File: config.mk
export PLATFORM = sky130hd
export DESIGN_NAME = fix_rx_top
export DESIGN_NICKNAME = d
export VERILOG_FILES = /design/src/fix_pkg.sv /design/src/ascii_decimal_parser.sv /design/src/fix_checksum.sv /design/src/wb_arbiter.sv /design/src/verdict_log.sv /design/src/fix_rx_top.sv
export SDC_FILE = /design/constraint.sdc
export NUM_CORES = 1
export LEC_CHECK = 0
export ABC_AREA = 0
export BUFFER_PORTS_ARGS = -buffer_cell sky130_fd_sc_hd__clkbuf_2
export CAP_MARGIN = 10
export CORE_MARGIN = 2
export CORE_UTILIZATION = 40
export DETAILED_ROUTE_END_ITERATION = 10
export MAX_ROUTING_LAYER = met4
export PLACE_DENSITY = 0.58
export SYNTH_ARGS = -nofsm -noshare
export SYNTH_HDL_FRONTEND = slang
export SYNTH_SLANG_ARGS = --single-unit
File: constraint.sdc
create_clock -name clk -period 5.2 [get_ports clk]
set_clock_uncertainty 0.2 [all_clocks]
set_input_delay 0.78 -clock clk [delete_from_list [all_inputs] [get_ports clk]]
set_output_delay 0.78 -clock clk [all_outputs]
set_load 0.03 [all_outputs]
File: src/fix_pkg.sv
/*
 * fix receiver shared definitions
 * byte codes, sizes and the packed records passed between the
 * checksum channels, the Wishbone arbiter and the verdict log
 */
package fix_pkg;

	// receive channels and verdict log geometry
	localparam int NUM_CH    = 2;
	localparam int LOG_DEPTH = 16;
	localparam int LOG_AW    = 4;

	// byte codes seen on the wire
	localparam logic [7:0] SOH        = 8'h01;
	localparam logic [7:0] ASCII_ZERO = 8'h30;
	localparam logic [7:0] ASCII_NINE = 8'h39;
	localparam logic [7:0] ASCII_EQ   = 8'h3d;

	// digits in the "10=ddd" trailer
	localparam int CHK_DIGITS = 3;

	// one byte of the input stream
	typedef struct packed {
		logic [7:0] data;
		logic       valid;
	} rx_byte_t;

	// result of one message
	typedef struct packed {
		logic [7:0] seq;
		logic [7:0] calc;
		logic [7:0] rcvd;
		logic       match;
		logic       malformed;
	} verdict_t;

	// wishbone classic master request, writes only
	typedef struct packed {
		logic     cyc;
		logic     stb;
		logic     we;
		verdict_t data;
	} wb_req_t;

	// record as stored in the log, tagged with the source channel
	typedef struct packed {
		logic     ch;
		verdict_t verdict;
	} log_entry_t;

endpackage

File: src/ascii_decimal_parser.sv
/*
 * ascii_decimal_parser
 * turns the checksum digits of a trailer into a binary value,
 * modulo 256, and flags non-digit bytes or too many digits
 */
`timescale 1ns/1ps

module ascii_decimal_parser (
	input  logic       clk,
	input  logic       rst,
	input  logic       start_i,
	input  logic [7:0] byte_i,
	input  logic       take_i,
	output logic [7:0] value_o,
	output logic       malformed_o
);

	logic [7:0] acc_q;
	logic [$clog2(fix_pkg::CHK_DIGITS+1)-1:0] cnt_q;
	logic bad_q;
	logic is_digit;
	logic [7:0] digit;

	assign is_digit = (byte_i >= fix_pkg::ASCII_ZERO) && (byte_i <= fix_pkg::ASCII_NINE);
	assign digit = byte_i - fix_pkg::ASCII_ZERO;

	always_ff @(posedge clk) begin
		if (rst) begin
			acc_q <= '0;
			cnt_q <= '0;
			bad_q <= 1'b0;
		end else if (start_i) begin
			acc_q <= '0;
			cnt_q <= '0;
			bad_q <= 1'b0;
		end else if (take_i) begin
			if (!is_digit) begin
				bad_q <= 1'b1;
			end else if (int'(cnt_q) >= fix_pkg::CHK_DIGITS) begin
				// a fourth digit spoils the trailer
				bad_q <= 1'b1;
			end else begin
				// wraps naturally at 8 bits
				acc_q <= acc_q * 8'd10 + digit;
				cnt_q <= cnt_q + 1'b1;
			end
		end
	end

	assign value_o = acc_q;
	assign malformed_o = bad_q;

endmodule

File: src/fix_checksum.sv
/*
 * fix_checksum
 * one receive channel. follows a frame from the opening "8" to the
 * closing SOH of the "10=ddd" trailer, keeps the byte sum modulo 256,
 * compares it with the decoded trailer and posts the verdict as a
 * single Wishbone classic write
 */
`timescale 1ns/1ps

module fix_checksum (
	input  logic              clk,
	input  logic              rst,
	input  fix_pkg::rx_byte_t rx_i,
	output logic              ready_o,
	output fix_pkg::wb_req_t  wb_o,
	input  logic              ack_i
);

	typedef enum logic [2:0] {
		S_IDLE,
		S_BODY,
		S_TAG1,
		S_TAG0,
		S_TAGEQ,
		S_TRAIL,
		S_WRITE
	} state_t;

	state_t state_q;
	state_t tag_adv;
	logic [7:0] tag_exp;
	logic accept;
	logic is_soh;
	logic in_body;
	logic verdict_done;
	logic [7:0] sum_q;
	logic [7:0] sum_nxt;
	logic [7:0] snap_q;
	logic [7:0] seq_q;
	logic parse_start;
	logic parse_take;
	logic [7:0] rcvd;
	logic bad_trailer;
	logic cyc_q;
	fix_pkg::verdict_t verdict_q;

	// no new bytes while a verdict write is outstanding
	assign ready_o = ~cyc_q;
	assign accept = rx_i.valid & ready_o;
	assign is_soh = rx_i.data == fix_pkg::SOH;
	assign sum_nxt = sum_q + rx_i.data;
	assign in_body = state_q inside {S_BODY, S_TAG1, S_TAG0, S_TAGEQ};
	assign verdict_done = accept && (state_q == S_TRAIL) && is_soh;

	// parser is cleared on the "=" of "10=" and then sees digits only
	assign parse_start = accept && (state_q == S_TAGEQ) && (rx_i.data == fix_pkg::ASCII_EQ);
	assign parse_take = accept && (state_q == S_TRAIL) && !is_soh;

	// expected byte and next state while matching "10="
	always_comb begin
		tag_exp = fix_pkg::ASCII_EQ;
		tag_adv = S_TRAIL;
		case (state_q)
			S_TAG1: begin
				tag_exp = fix_pkg::ASCII_ZERO + 8'd1;
				tag_adv = S_TAG0;
			end
			S_TAG0: begin
				tag_exp = fix_pkg::ASCII_ZERO;
				tag_adv = S_TAGEQ;
			end
			default: begin
			end
		endcase
	end

	always_ff @(posedge clk) begin
		if (rst) begin
			state_q <= S_IDLE;
		end else begin
			case (state_q)
				S_IDLE: begin
					// anything but "8" between frames is dropped
					if (accept && rx_i.data == fix_pkg::ASCII_ZERO + 8'd8) begin
						state_q <= S_BODY;
					end
				end
				S_BODY: begin
					if (accept && is_soh) begin
						state_q <= S_TAG1;
					end
				end
				S_TAG1, S_TAG0, S_TAGEQ: begin
					if (accept) begin
						if (is_soh) begin
							state_q <= S_TAG1;
						end else if (rx_i.data == tag_exp) begin
							state_q <= tag_adv;
						end else begin
							state_q <= S_BODY;
						end
					end
				end
				S_TRAIL: begin
					if (verdict_done) begin
						state_q <= S_WRITE;
					end
				end
				S_WRITE: begin
					if (ack_i) begin
						state_q <= S_IDLE;
					end
				end
				default: state_q <= S_IDLE;
			endcase
		end
	end

	// running sum, snapshot taken at each SOH inside the frame
	always_ff @(posedge clk) begin
		if (accept) begin
			if (state_q == S_IDLE) begin
				sum_q <= rx_i.data;
			end else begin
				sum_q <= sum_nxt;
			end
			if (in_body && is_soh) begin
				snap_q <= sum_nxt;
			end
		end
	end

	always_ff @(posedge clk) begin
		if (rst) begin
			cyc_q <= 1'b0;
			seq_q <= '0;
		end else if (verdict_done) begin
			cyc_q <= 1'b1;
			seq_q <= seq_q + 8'd1;
		end else if (ack_i) begin
			cyc_q <= 1'b0;
		end
	end

	// verdict payload, held until ack
	always_ff @(posedge clk) begin
		if (verdict_done) begin
			verdict_q.seq <= seq_q;
			verdict_q.calc <= snap_q;
			verdict_q.rcvd <= rcvd;
			verdict_q.match <= (snap_q == rcvd) && !bad_trailer;
			verdict_q.malformed <= bad_trailer;
		end
	end

	assign wb_o = '{cyc: cyc_q, stb: cyc_q, we: 1'b1, data: verdict_q};

	ascii_decimal_parser i_parser (
		.clk         (clk),
		.rst         (rst),
		.start_i     (parse_start),
		.byte_i      (rx_i.data),
		.take_i      (parse_take),
		.value_o     (rcvd),
		.malformed_o (bad_trailer)
	);

endmodule

File: src/wb_arbiter.sv
/*
 * wb_arbiter
 * round-robin Wishbone classic arbiter for the two checksum
 * channels. the grant is held for a whole bus cycle and the
 * forwarded record carries the granted channel number
 */
`timescale 1ns/1ps

module wb_arbiter (
	input  logic                        clk,
	input  logic                        rst,
	input  fix_pkg::wb_req_t            req_i [fix_pkg::NUM_CH],
	output logic [fix_pkg::NUM_CH-1:0]  ack_o,
	output logic                        stb_o,
	output fix_pkg::log_entry_t         entry_o,
	input  logic                        ack_i
);

	logic [$clog2(fix_pkg::NUM_CH)-1:0] grant_q;
	logic [$clog2(fix_pkg::NUM_CH)-1:0] last_q;
	logic [$clog2(fix_pkg::NUM_CH)-1:0] pick;
	logic busy_q;
	logic locked;
	logic any_req;

	always_comb begin
		any_req = 1'b0;
		for (int i = 0; i < fix_pkg::NUM_CH; i++) begin
			any_req = any_req | req_i[i].cyc;
		end
	end

	// the master not served last has priority
	always_comb begin
		if (req_i[~last_q].cyc) begin
			pick = ~last_q;
		end else begin
			pick = last_q;
		end
	end

	// grant stays put while the owner keeps cyc up
	assign locked = busy_q && req_i[grant_q].cyc;

	always_ff @(posedge clk) begin
		if (rst) begin
			busy_q <= 1'b0;
			grant_q <= '0;
			// channel 0 wins a tie right after reset
			last_q <= '1;
		end else if (!locked) begin
			if (any_req) begin
				busy_q <= 1'b1;
				grant_q <= pick;
				last_q <= pick;
			end else begin
				busy_q <= 1'b0;
			end
		end
	end

	assign stb_o = busy_q && req_i[grant_q].cyc && req_i[grant_q].stb && req_i[grant_q].we;

	always_comb begin
		ack_o = '0;
		if (busy_q) begin
			ack_o[grant_q] = ack_i;
		end
	end

	assign entry_o = '{ch: grant_q, verdict: req_i[grant_q].data};

endmodule

File: src/verdict_log.sv
/*
 * verdict_log
 * Wishbone slave that appends each written record to the next
 * free slot. full log acks but drops the record and raises a
 * sticky overflow flag. slots are read back over a registered port
 */
`timescale 1ns/1ps

module verdict_log (
	input  logic                      clk,
	input  logic                      rst,
	input  logic                      stb_i,
	input  fix_pkg::log_entry_t       entry_i,
	output logic                      ack_o,
	input  logic [fix_pkg::LOG_AW-1:0] rd_addr_i,
	output fix_pkg::log_entry_t       rd_data_o,
	output logic [fix_pkg::LOG_AW:0]  count_o,
	output logic                      overflow_o
);

	fix_pkg::log_entry_t mem [fix_pkg::LOG_DEPTH];
	logic [fix_pkg::LOG_AW-1:0] wr_ptr_q;
	logic [fix_pkg::LOG_AW:0] count_q;
	logic ack_q;
	logic ovf_q;
	logic wr_en;
	logic full;

	// one ack per strobe, the cycle after it is seen
	assign wr_en = stb_i && !ack_q;
	assign full = int'(count_q) == fix_pkg::LOG_DEPTH;

	always_ff @(posedge clk) begin
		if (rst) begin
			ack_q <= 1'b0;
			wr_ptr_q <= '0;
			count_q <= '0;
			ovf_q <= 1'b0;
		end else begin
			ack_q <= wr_en;
			if (wr_en) begin
				if (full) begin
					ovf_q <= 1'b1;
				end else begin
					wr_ptr_q <= wr_ptr_q + 1'b1;
					count_q <= count_q + 1'b1;
				end
			end
		end
	end

	always_ff @(posedge clk) begin
		if (wr_en && !full) begin
			mem[wr_ptr_q] <= entry_i;
		end
		rd_data_o <= mem[rd_addr_i];
	end

	assign ack_o = ack_q;
	assign count_o = count_q;
	assign overflow_o = ovf_q;

endmodule

File: src/fix_rx_top.sv
/*
 * fix_rx_top
 * two-channel FIX checksum receiver. each channel posts its
 * verdicts through the round-robin arbiter into the verdict log
 */
`timescale 1ns/1ps

module fix_rx_top (
	input  logic                       clk,
	input  logic                       rst,
	input  fix_pkg::rx_byte_t          rx0_i,
	input  fix_pkg::rx_byte_t          rx1_i,
	output logic                       ready0_o,
	output logic                       ready1_o,
	input  logic [fix_pkg::LOG_AW-1:0] rd_addr_i,
	output fix_pkg::log_entry_t        rd_data_o,
	output logic [fix_pkg::LOG_AW:0]   count_o,
	output logic                       overflow_o
);

	fix_pkg::wb_req_t req [fix_pkg::NUM_CH];
	logic [fix_pkg::NUM_CH-1:0] ack;
	logic log_stb;
	logic log_ack;
	fix_pkg::log_entry_t log_entry;

	fix_checksum i_ch0 (
		.clk     (clk),
		.rst     (rst),
		.rx_i    (rx0_i),
		.ready_o (ready0_o),
		.wb_o    (req[0]),
		.ack_i   (ack[0])
	);

	fix_checksum i_ch1 (
		.clk     (clk),
		.rst     (rst),
		.rx_i    (rx1_i),
		.ready_o (ready1_o),
		.wb_o    (req[1]),
		.ack_i   (ack[1])
	);

	wb_arbiter i_arb (
		.clk     (clk),
		.rst     (rst),
		.req_i   (req),
		.ack_o   (ack),
		.stb_o   (log_stb),
		.entry_o (log_entry),
		.ack_i   (log_ack)
	);

	verdict_log i_log (
		.clk        (clk),
		.rst        (rst),
		.stb_i      (log_stb),
		.entry_i    (log_entry),
		.ack_o      (log_ack),
		.rd_addr_i  (rd_addr_i),
		.rd_data_o  (rd_data_o),
		.count_o    (count_o),
		.overflow_o (overflow_o)
	);

endmodule

==> flow_metrics.py, run 1 <==
metrics = {
    "run_status": {
        "status": "finished clean",
    },
    "cts": {
        "cts_setup_buffers": 0,
        "cts_root_buffer": "clkbuf_16",
        "postCtsHoldBufs": 0,
        "cts.path.max_buffers": 3,
        "numCtsBuffers": 61,
        "clkLatencyLatePin_ps": 610,
        "clkTransAtPathRegs_ps": 60,
        "htreeDepth": 2,
        "clkSinkCount": 603,
        "cts_tree": "yes",
        "ctsResizeCount": 0,
    },
    "global_routing": {
        "grt-ovfl-total": 0,
        "grt_pass1_vias": 12400,
        "grt_pass1_wl_um": 79400,
        "antenna_found_initial": 1,
        "grt_usage_pct": 17.4,
        "grt_start_max_net_pins": 109,
    },
    "floorplan": {
        "die_area_um2": 63000,
        "start_util_pct": 40.4,
        "num_io_pins": 59,
        "rows": 90,
        "die_x_um": 251,
        "core_um2": 60400,
        "dieHeight_um": 251,
    },
    "setup_path": {
        "cp_cell_sequence": "inv_1 > ha_1 > nor4bb_1 > nor3_2 > nand2_1 > nor2_4 > buf_4",
        "worst_setup_path_end_kind": "flip-flop",
        "cp_num_buf_inv": 2,
        "critPathRequiredTime_ps": 5310,
        "path_max_fanout": 19,
        "worstSetupStartpointType": "flip-flop",
        "path_delay_family": "simple AND/OR/NAND/NOR gates",
        "path_class": "reg2reg",
        "cp_slowest_stage_delay_ps": 850,
        "cp_slowest_cell": "nor3_2",
        "crit_arrival_ps": 3870,
    },
    "routing": {
        "first_pass_iters": 4,
        "detail_route.wl_per_cell_um": 23.1,
        "avgViaCountPerCell": 5.31,
        "drc_errors": 0,
        "vias": 11900,
        "final_antenna_net_count": 0,
        "drt_iter0_drc": 783,
        "wl_um": 51700,
    },
    "sta": {
        "tns_ps": 0,
        "maxClockFrequency_mhz": 266,
        "setup_violations": 0,
        "fin_crit_sh_pct": 72.2,
        "finalMaxSlewViolations": 0,
        "post-route-min-period_ps": 3760,
        "tightest_slew_ps": 1140,
        "slew_headroom_pct": 24.3,
        "finalHoldViolations": 0,
        "grt_setup_unrepaired": "no",
    },
    "cells_and_area": {
        "antenna_cells": 0,
        "stdcell_count": 2240,
        "area_delta_synth_final_pct": 14.3,
        "utilization_pct": 46.2,
        "final_cell_mix": "edfxtp_1, mux4_2, dfxtp_1",
        "nets": 1495,
        "final_common_cell": "edfxtp_1",
        "layout-drive-gt1-share_pct": 26.4,
        "fin_area_um2": 27900,
    },
    "placed_design": {
        "place_area_um2": 25800,
        "dp.cells": 2124,
        "routabilityCongestion": 0.788,
        "io_buffers": 58,
        "dp_hpwl_um": 31600,
    },
    "yosys": {
        "synth_seq_cells": 603,
        "synth_nets": 1400,
        "avgSynthCellArea_um2": 18.6,
        "syn_area_um2": 24400,
        "yosysSeqAreaShare_pct": 70.6,
        "ys_warn_count": 0,
        "postSynthCellCount": 1310,
        "ys_async_sr_fraction_pct": 0,
        "synth-main-ff-cell": "edfxtp_1",
        "synth-edff-count": 516,
        "synth_cell_types": 60,
    },
    "flow_run": {
        "drv_cap": 0,
    },
    "power": {
        "power.density_nw_per_um2": 359,
        "peakVddDrop_v": 0.000272,
        "power_leakage_nw": 10.1,
    },
    "hold_path": {
        "hold_class": "reg2reg",
    },
}
[cells in the mapped netlist, types with 4 or more instances]
library cell | instances | share of area [%]
o31ai_1 | 4 | 0.12
a211oi_1 | 4 | 0.12
fa_1 | 6 | 0.49
nand2b_1 | 6 | 0.15
a21oi_1 | 25 | 0.51
nand4_1 | 12 | 0.31
o21a_1 | 5 | 0.15
o21ai_0 | 11 | 0.23
maj3_1 | 4 | 0.16
nor2_1 | 86 | 1.3
dfxtp_1 | 87 | 7.1
and3_1 | 4 | 0.10
mux4_2 | 135 | 12
nor3_1 | 18 | 0.37
xor2_1 | 24 | 0.86
nand2_1 | 25 | 0.38
nor4_1 | 4 | 0.10
mux2i_1 | 23 | 0.94
nor2b_1 | 4 | 0.10
buf_2 | 8 | 0.16
edfxtp_1 | 516 | 63
buf_1 | 11 | 0.17
ha_1 | 60 | 3.1
a21o_1 | 8 | 0.25
inv_1 | 39 | 0.60
xnor2_1 | 43 | 1.5
nand3_1 | 10 | 0.21
clkbuf_1 | 35 | 0.54
mux2_2 | 39 | 1.8
[through the flow]
| stage | setup slack (ps) | hold slack, ps | power [W] |
|---|---|---|---|
| 5_1_grt | 1160 | 274 | 0.0103 |
| 2_1_floorplan | 907 | 228 | 0.00554 |
| 4_1_cts | 1350 | 269 | 0.0101 |
| 3_3_place_gp | 1420 | 240 | 0.00565 |
| 6_report | 1440 | 264 | 0.0100 |
| 3_5_place_dp | 1360 | 247 | 0.00565 |
[layer usage]
metal  GRT usage, %  wire length (um)
met1           23.0             23000
met2           28.2             25500
met3           2.59              1930
met4           5.15              1260
met5              -                 0
[sequential cells by signal, summed over array words and instances, names as in the netlist, 26 cells and up]
signal / count
i_log.rd_data_o: 27
i_ch1.wb_o: 26
i_ch0.wb_o: 26
i_log.mem: 432
[layout make-up]
type | count | area [um2]
clock buffers | 85 | 1720
clock inverters | 31 | 353
fillers | 5088 | 32500
inverters | 39 | 146
multi-input cells | 614 | 6930
flip-flops and latches | 603 | 17200
well taps | 782 | 978
repair buffers | 86 | 534
[path summary, 6_finish.rpt]
kind                                        from               to  slack [ps]  cells past startpoint
worst max-delay path            i_log.count_o[0]  i_log.mem[7][5]        1440                      7
worst max register to register  i_log.count_o[0]  i_log.mem[7][5]        1440                      7
worst min register to register    i_ch0.seq_q[7]   i_ch0.wb_o[25]         260                      0
worst min-delay path              i_ch0.seq_q[7]   i_ch0.wb_o[25]         260                      0
[kinds of logic (layout without fill, tap and decap cells)]
family,count (synthesis),count (layout),synth area share (%)
adder cells (fa/ha/maj),70,70,3.73
multiplexers,197,197,15.2
XOR/XNOR,69,69,2.59
buffers and inverters,93,241,1.47
flip-flops,603,603,70.6
AO/OA/AOI/OAI,79,79,2.15
AND/OR/NAND/NOR,199,199,4.22
[power breakdown]
| part | leakage (nW) | internal (W) | switching [W] | total, W |
|---|---|---|---|---|
| Combinational | 3.04 | 0.000141 | 0.000192 | 0.000333 |
| Sequential | 6.07 | 0.00520 | 0.00000840 | 0.00521 |
| Clock | 1.00 | 0.00266 | 0.00181 | 0.00446 |
| Total | 10.1 | 0.00800 | 0.00201 | 0.0100 |
(Power assumes the default switching activity.)
==> run 2: changes to the inputs <==
--- a/config.mk
+++ b/config.mk
@@ -12,7 +12,7 @@
 export CORE_UTILIZATION = 40
 export DETAILED_ROUTE_END_ITERATION = 10
 export MAX_ROUTING_LAYER = met4
-export PLACE_DENSITY = 0.58
+export PLACE_DENSITY = 0.6
 export SYNTH_ARGS = -nofsm -noshare
 export SYNTH_HDL_FRONTEND = slang
 export SYNTH_SLANG_ARGS = --single-unit
==> constraint.sdc (replaced) <==
create_clock -name clk -period 3 [get_ports clk]
set_clock_uncertainty 0.2 [all_clocks]
set_input_delay 0.45 -clock clk [delete_from_list [all_inputs] [get_ports clk]]
set_output_delay 0.45 -clock clk [all_outputs]
set_load 0.03 [all_outputs]
==> run 2 against run 1 <==
Against the previous run: final cell count rose by 2.0%; worst hold slack got worse by 210 ps; combinational power rose by 81%; via count rose by 2.2%; first-iteration DRC count rose by 17%; clock-buffer cell count rose by 11; maximum frequency rose by 31%; die area did not move; global-route usage barely moved; sequential share of layout area fell by 1.1 points; routed wire length rose by 2.4%; core utilization rose by 0.82 points.
==> flow_metrics.py, run 2 (synthesized netlist as in run 1, its figures left out) <==
metrics = {
    "floorplan": {
        "dieHeight_um": 251,
        "die_area_um2": 63000,
        "die_x_um": 251,
        "rows": 90,
        "num_io_pins": 59,
        "start_util_pct": 40.4,
        "core_um2": 60400,
    },
    "sta": {
        "tightest_slew_ps": 1050,
        "slew_headroom_pct": 29.6,
        "fin_crit_sh_pct": 95.6,
        "setup_violations": 0,
        "finalMaxSlewViolations": 0,
        "grt_setup_unrepaired": "yes",
        "finalHoldViolations": 0,
        "post-route-min-period_ps": 2870,
        "maxClockFrequency_mhz": 349,
    },
    "power": {
        "pwr-share-clk_pct": 45.0,
        "internal_power_w": 0.0138,
        "pwr-share-comb_pct": 3.4,
        "swShare_pct": 21.1,
        "p_switching_w": 0.00369,
        "power_leakage_nw": 10.3,
        "sequentialPowerShare_pct": 51.6,
        "power.density_nw_per_um2": 616,
        "peakVddDrop_v": 0.000372,
    },
    "setup_path": {
        "crit_arrival_ps": 3200,
        "reg2reg_from": "i_ch1.i_parser.value_o[1]",
        "reg2reg_slack_ps": 130,
        "worstSetupStartpointType": "flip-flop",
        "worst_setup_path_end_kind": "flip-flop",
        "path_max_fanout": 3,
        "critPathRequiredTime_ps": 3330,
        "path_class": "reg2reg",
        "worst_r2r_path_depth": 11,
        "rr_endpoint": "i_ch1.i_parser.value_o[7]",
    },
    "cells_and_area": {
        "regMostFlops": "i_log.mem",
        "final_common_cell": "edfxtp_1",
        "area_delta_synth_final_pct": 16.4,
        "nets": 1539,
        "stdcell_count": 2284,
        "layout-drive-gt1-share_pct": 28.4,
        "utilization_pct": 47.0,
        "largest_reg_flops": 432,
        "top_regs": "i_log.mem: 432 flops, i_log.rd_data_o: 27 flops",
        "antenna_cells": 0,
        "final_cell_mix": "edfxtp_1, mux4_2, dfxtp_1",
    },
    "global_routing": {
        "grt_pass1_vias": 12700,
        "antenna_found_initial": 0,
        "grt_start_max_net_pins": 53,
        "grt_pass1_wl_um": 79300,
        "grt_usage_pct": 17.4,
        "grt-ovfl-total": 0,
    },
    "hold_path": {
        "hp-start": "rx1_i[1]",
        "hold_class": "in2reg",
        "hold_end": "i_ch1.i_parser.value_o[0]",
        "hold_path_depth": 3,
    },
    "routing": {
        "wl_um": 52900,
        "vias": 12200,
        "first_pass_iters": 5,
        "detail_route.wl_per_cell_um": 23.2,
        "drc_errors": 0,
        "drt_iter0_drc": 919,
        "final_antenna_net_count": 0,
        "avgViaCountPerCell": 5.32,
    },
    "flow_run": {
        "drv_cap": 0,
    },
    "cts": {
        "cts_root_buffer": "clkbuf_16",
        "cts_setup_buffers": 0,
        "clkTransAtPathRegs_ps": 50,
        "clkSinkCount": 603,
        "numCtsBuffers": 67,
        "cts.path.max_buffers": 3,
        "htreeDepth": 3,
        "clkLatencyLatePin_ps": 610,
        "cts_tree": "yes",
    },
    "placed_design": {
        "routabilityCongestion": 0.798,
        "io_buffers": 58,
        "dp.cells": 2156,
        "dp_hpwl_um": 32000,
    },
    "run_status": {
        "status": "finished clean",
    },
}
==> run 2: cell types whose count changed in the layout (fill, tap and decap cells not counted), moves of 4 or more <==
cell        before  now
buf_4           27   45
buf_12           2    9
buf_6            1    8
bufinv_16        7    1
clkbuf_16       63   67
clkbuf_8         6   10
clkinvlp_4       5    1
inv_16           0    4
nor2_4          13   17
nor3_2           6    2
nor3_4           0    4
==> run 2: metal layers <==
metal  GRT usage [%]  up-vias  part of all wire [%]
li1                -     5505                     -
met1            22.9     6272                    44
met2            28.3      311                    49
met3            3.16       74                   4.5
met4            4.54        0                   1.8
met5               -        -                     0
==> run 2: through the flow <==
step / setup slack (ps) / hold WS [ps] / cell area, um2 / TNS, ps / total power (W)
after floorplan: -168 / 228 / 24500 / -1550 / 0.00961
after global placement: 65.1 / 237 / 26200 / 0 / 0.00981
after detailed placement: 33.2 / 237 / 26200 / 0 / 0.00981
after CTS: 29.7 / 22.2 / 28300 / 0 / 0.0177
after global routing: -38.9 / 67.4 / 28400 / -38.9 / 0.0181
final: 133 / 53.1 / 28400 / 0 / 0.0175
==> run 2: power groups by stage <==
| stage | combinational [W] | sequential (W) | clock (W) |
|---|---|---|---|
| after floorplan | 0.000380 | 0.00923 | 0 |
| after global placement | 0.000604 | 0.00920 | 0 |
| after detailed placement | 0.000610 | 0.00920 | 0 |
| after CTS | 0.000614 | 0.00903 | 0.00804 |
| after global routing | 0.000653 | 0.00902 | 0.00838 |
| final | 0.000602 | 0.00903 | 0.00787 |
==> run 2: area by class of cell <==
cell class              instances  area, um2
flip-flops and latches        603      17200
clock buffers                  96       1890
inverters                      39        146
multi-input cells             618       7000
fillers                      5098      32000
clock inverters                26        228
well taps                     782        978
repair buffers                120        908
==> run 2: repair_timing <==
item,CTS,global route
resized for setup,0,12
endpoints found under the setup margin,0,163
endpoints found under the hold margin,2,0
hold buffers,2,0
==> run 2: worst max-delay path: stages (launching register included) <==
cell and delay [ps]:
dfxtp_1 320, ha_1 290, ha_1 230, fa_1 450
ha_1 280, ha_1 330, o21ai_0 100, o21bai_1 80
a21oi_1 160, xnor2_1 140, mux2i_1 90, nor2_1 130
==> run 2: worst max path at each step <==
stage | startpoint | to | slack (ps) | cells after the start
floorplan | rx1_i[7] | i_ch1.seq_q[7] | -170 | 6
global placement | i_log.count_o[0] | i_log.mem[7][11] | 70 | 9
detailed placement | i_log.count_o[0] | i_log.mem[8][1] | 30 | 9
CTS | i_log.count_o[0] | i_log.mem[8][5] | 30 | 9
global route | i_ch0.i_parser.value_o[3] | i_ch0.i_parser.value_o[7] | -40 | 13
finish | i_ch1.i_parser.value_o[1] | i_ch1.i_parser.value_o[7] | 130 | 11
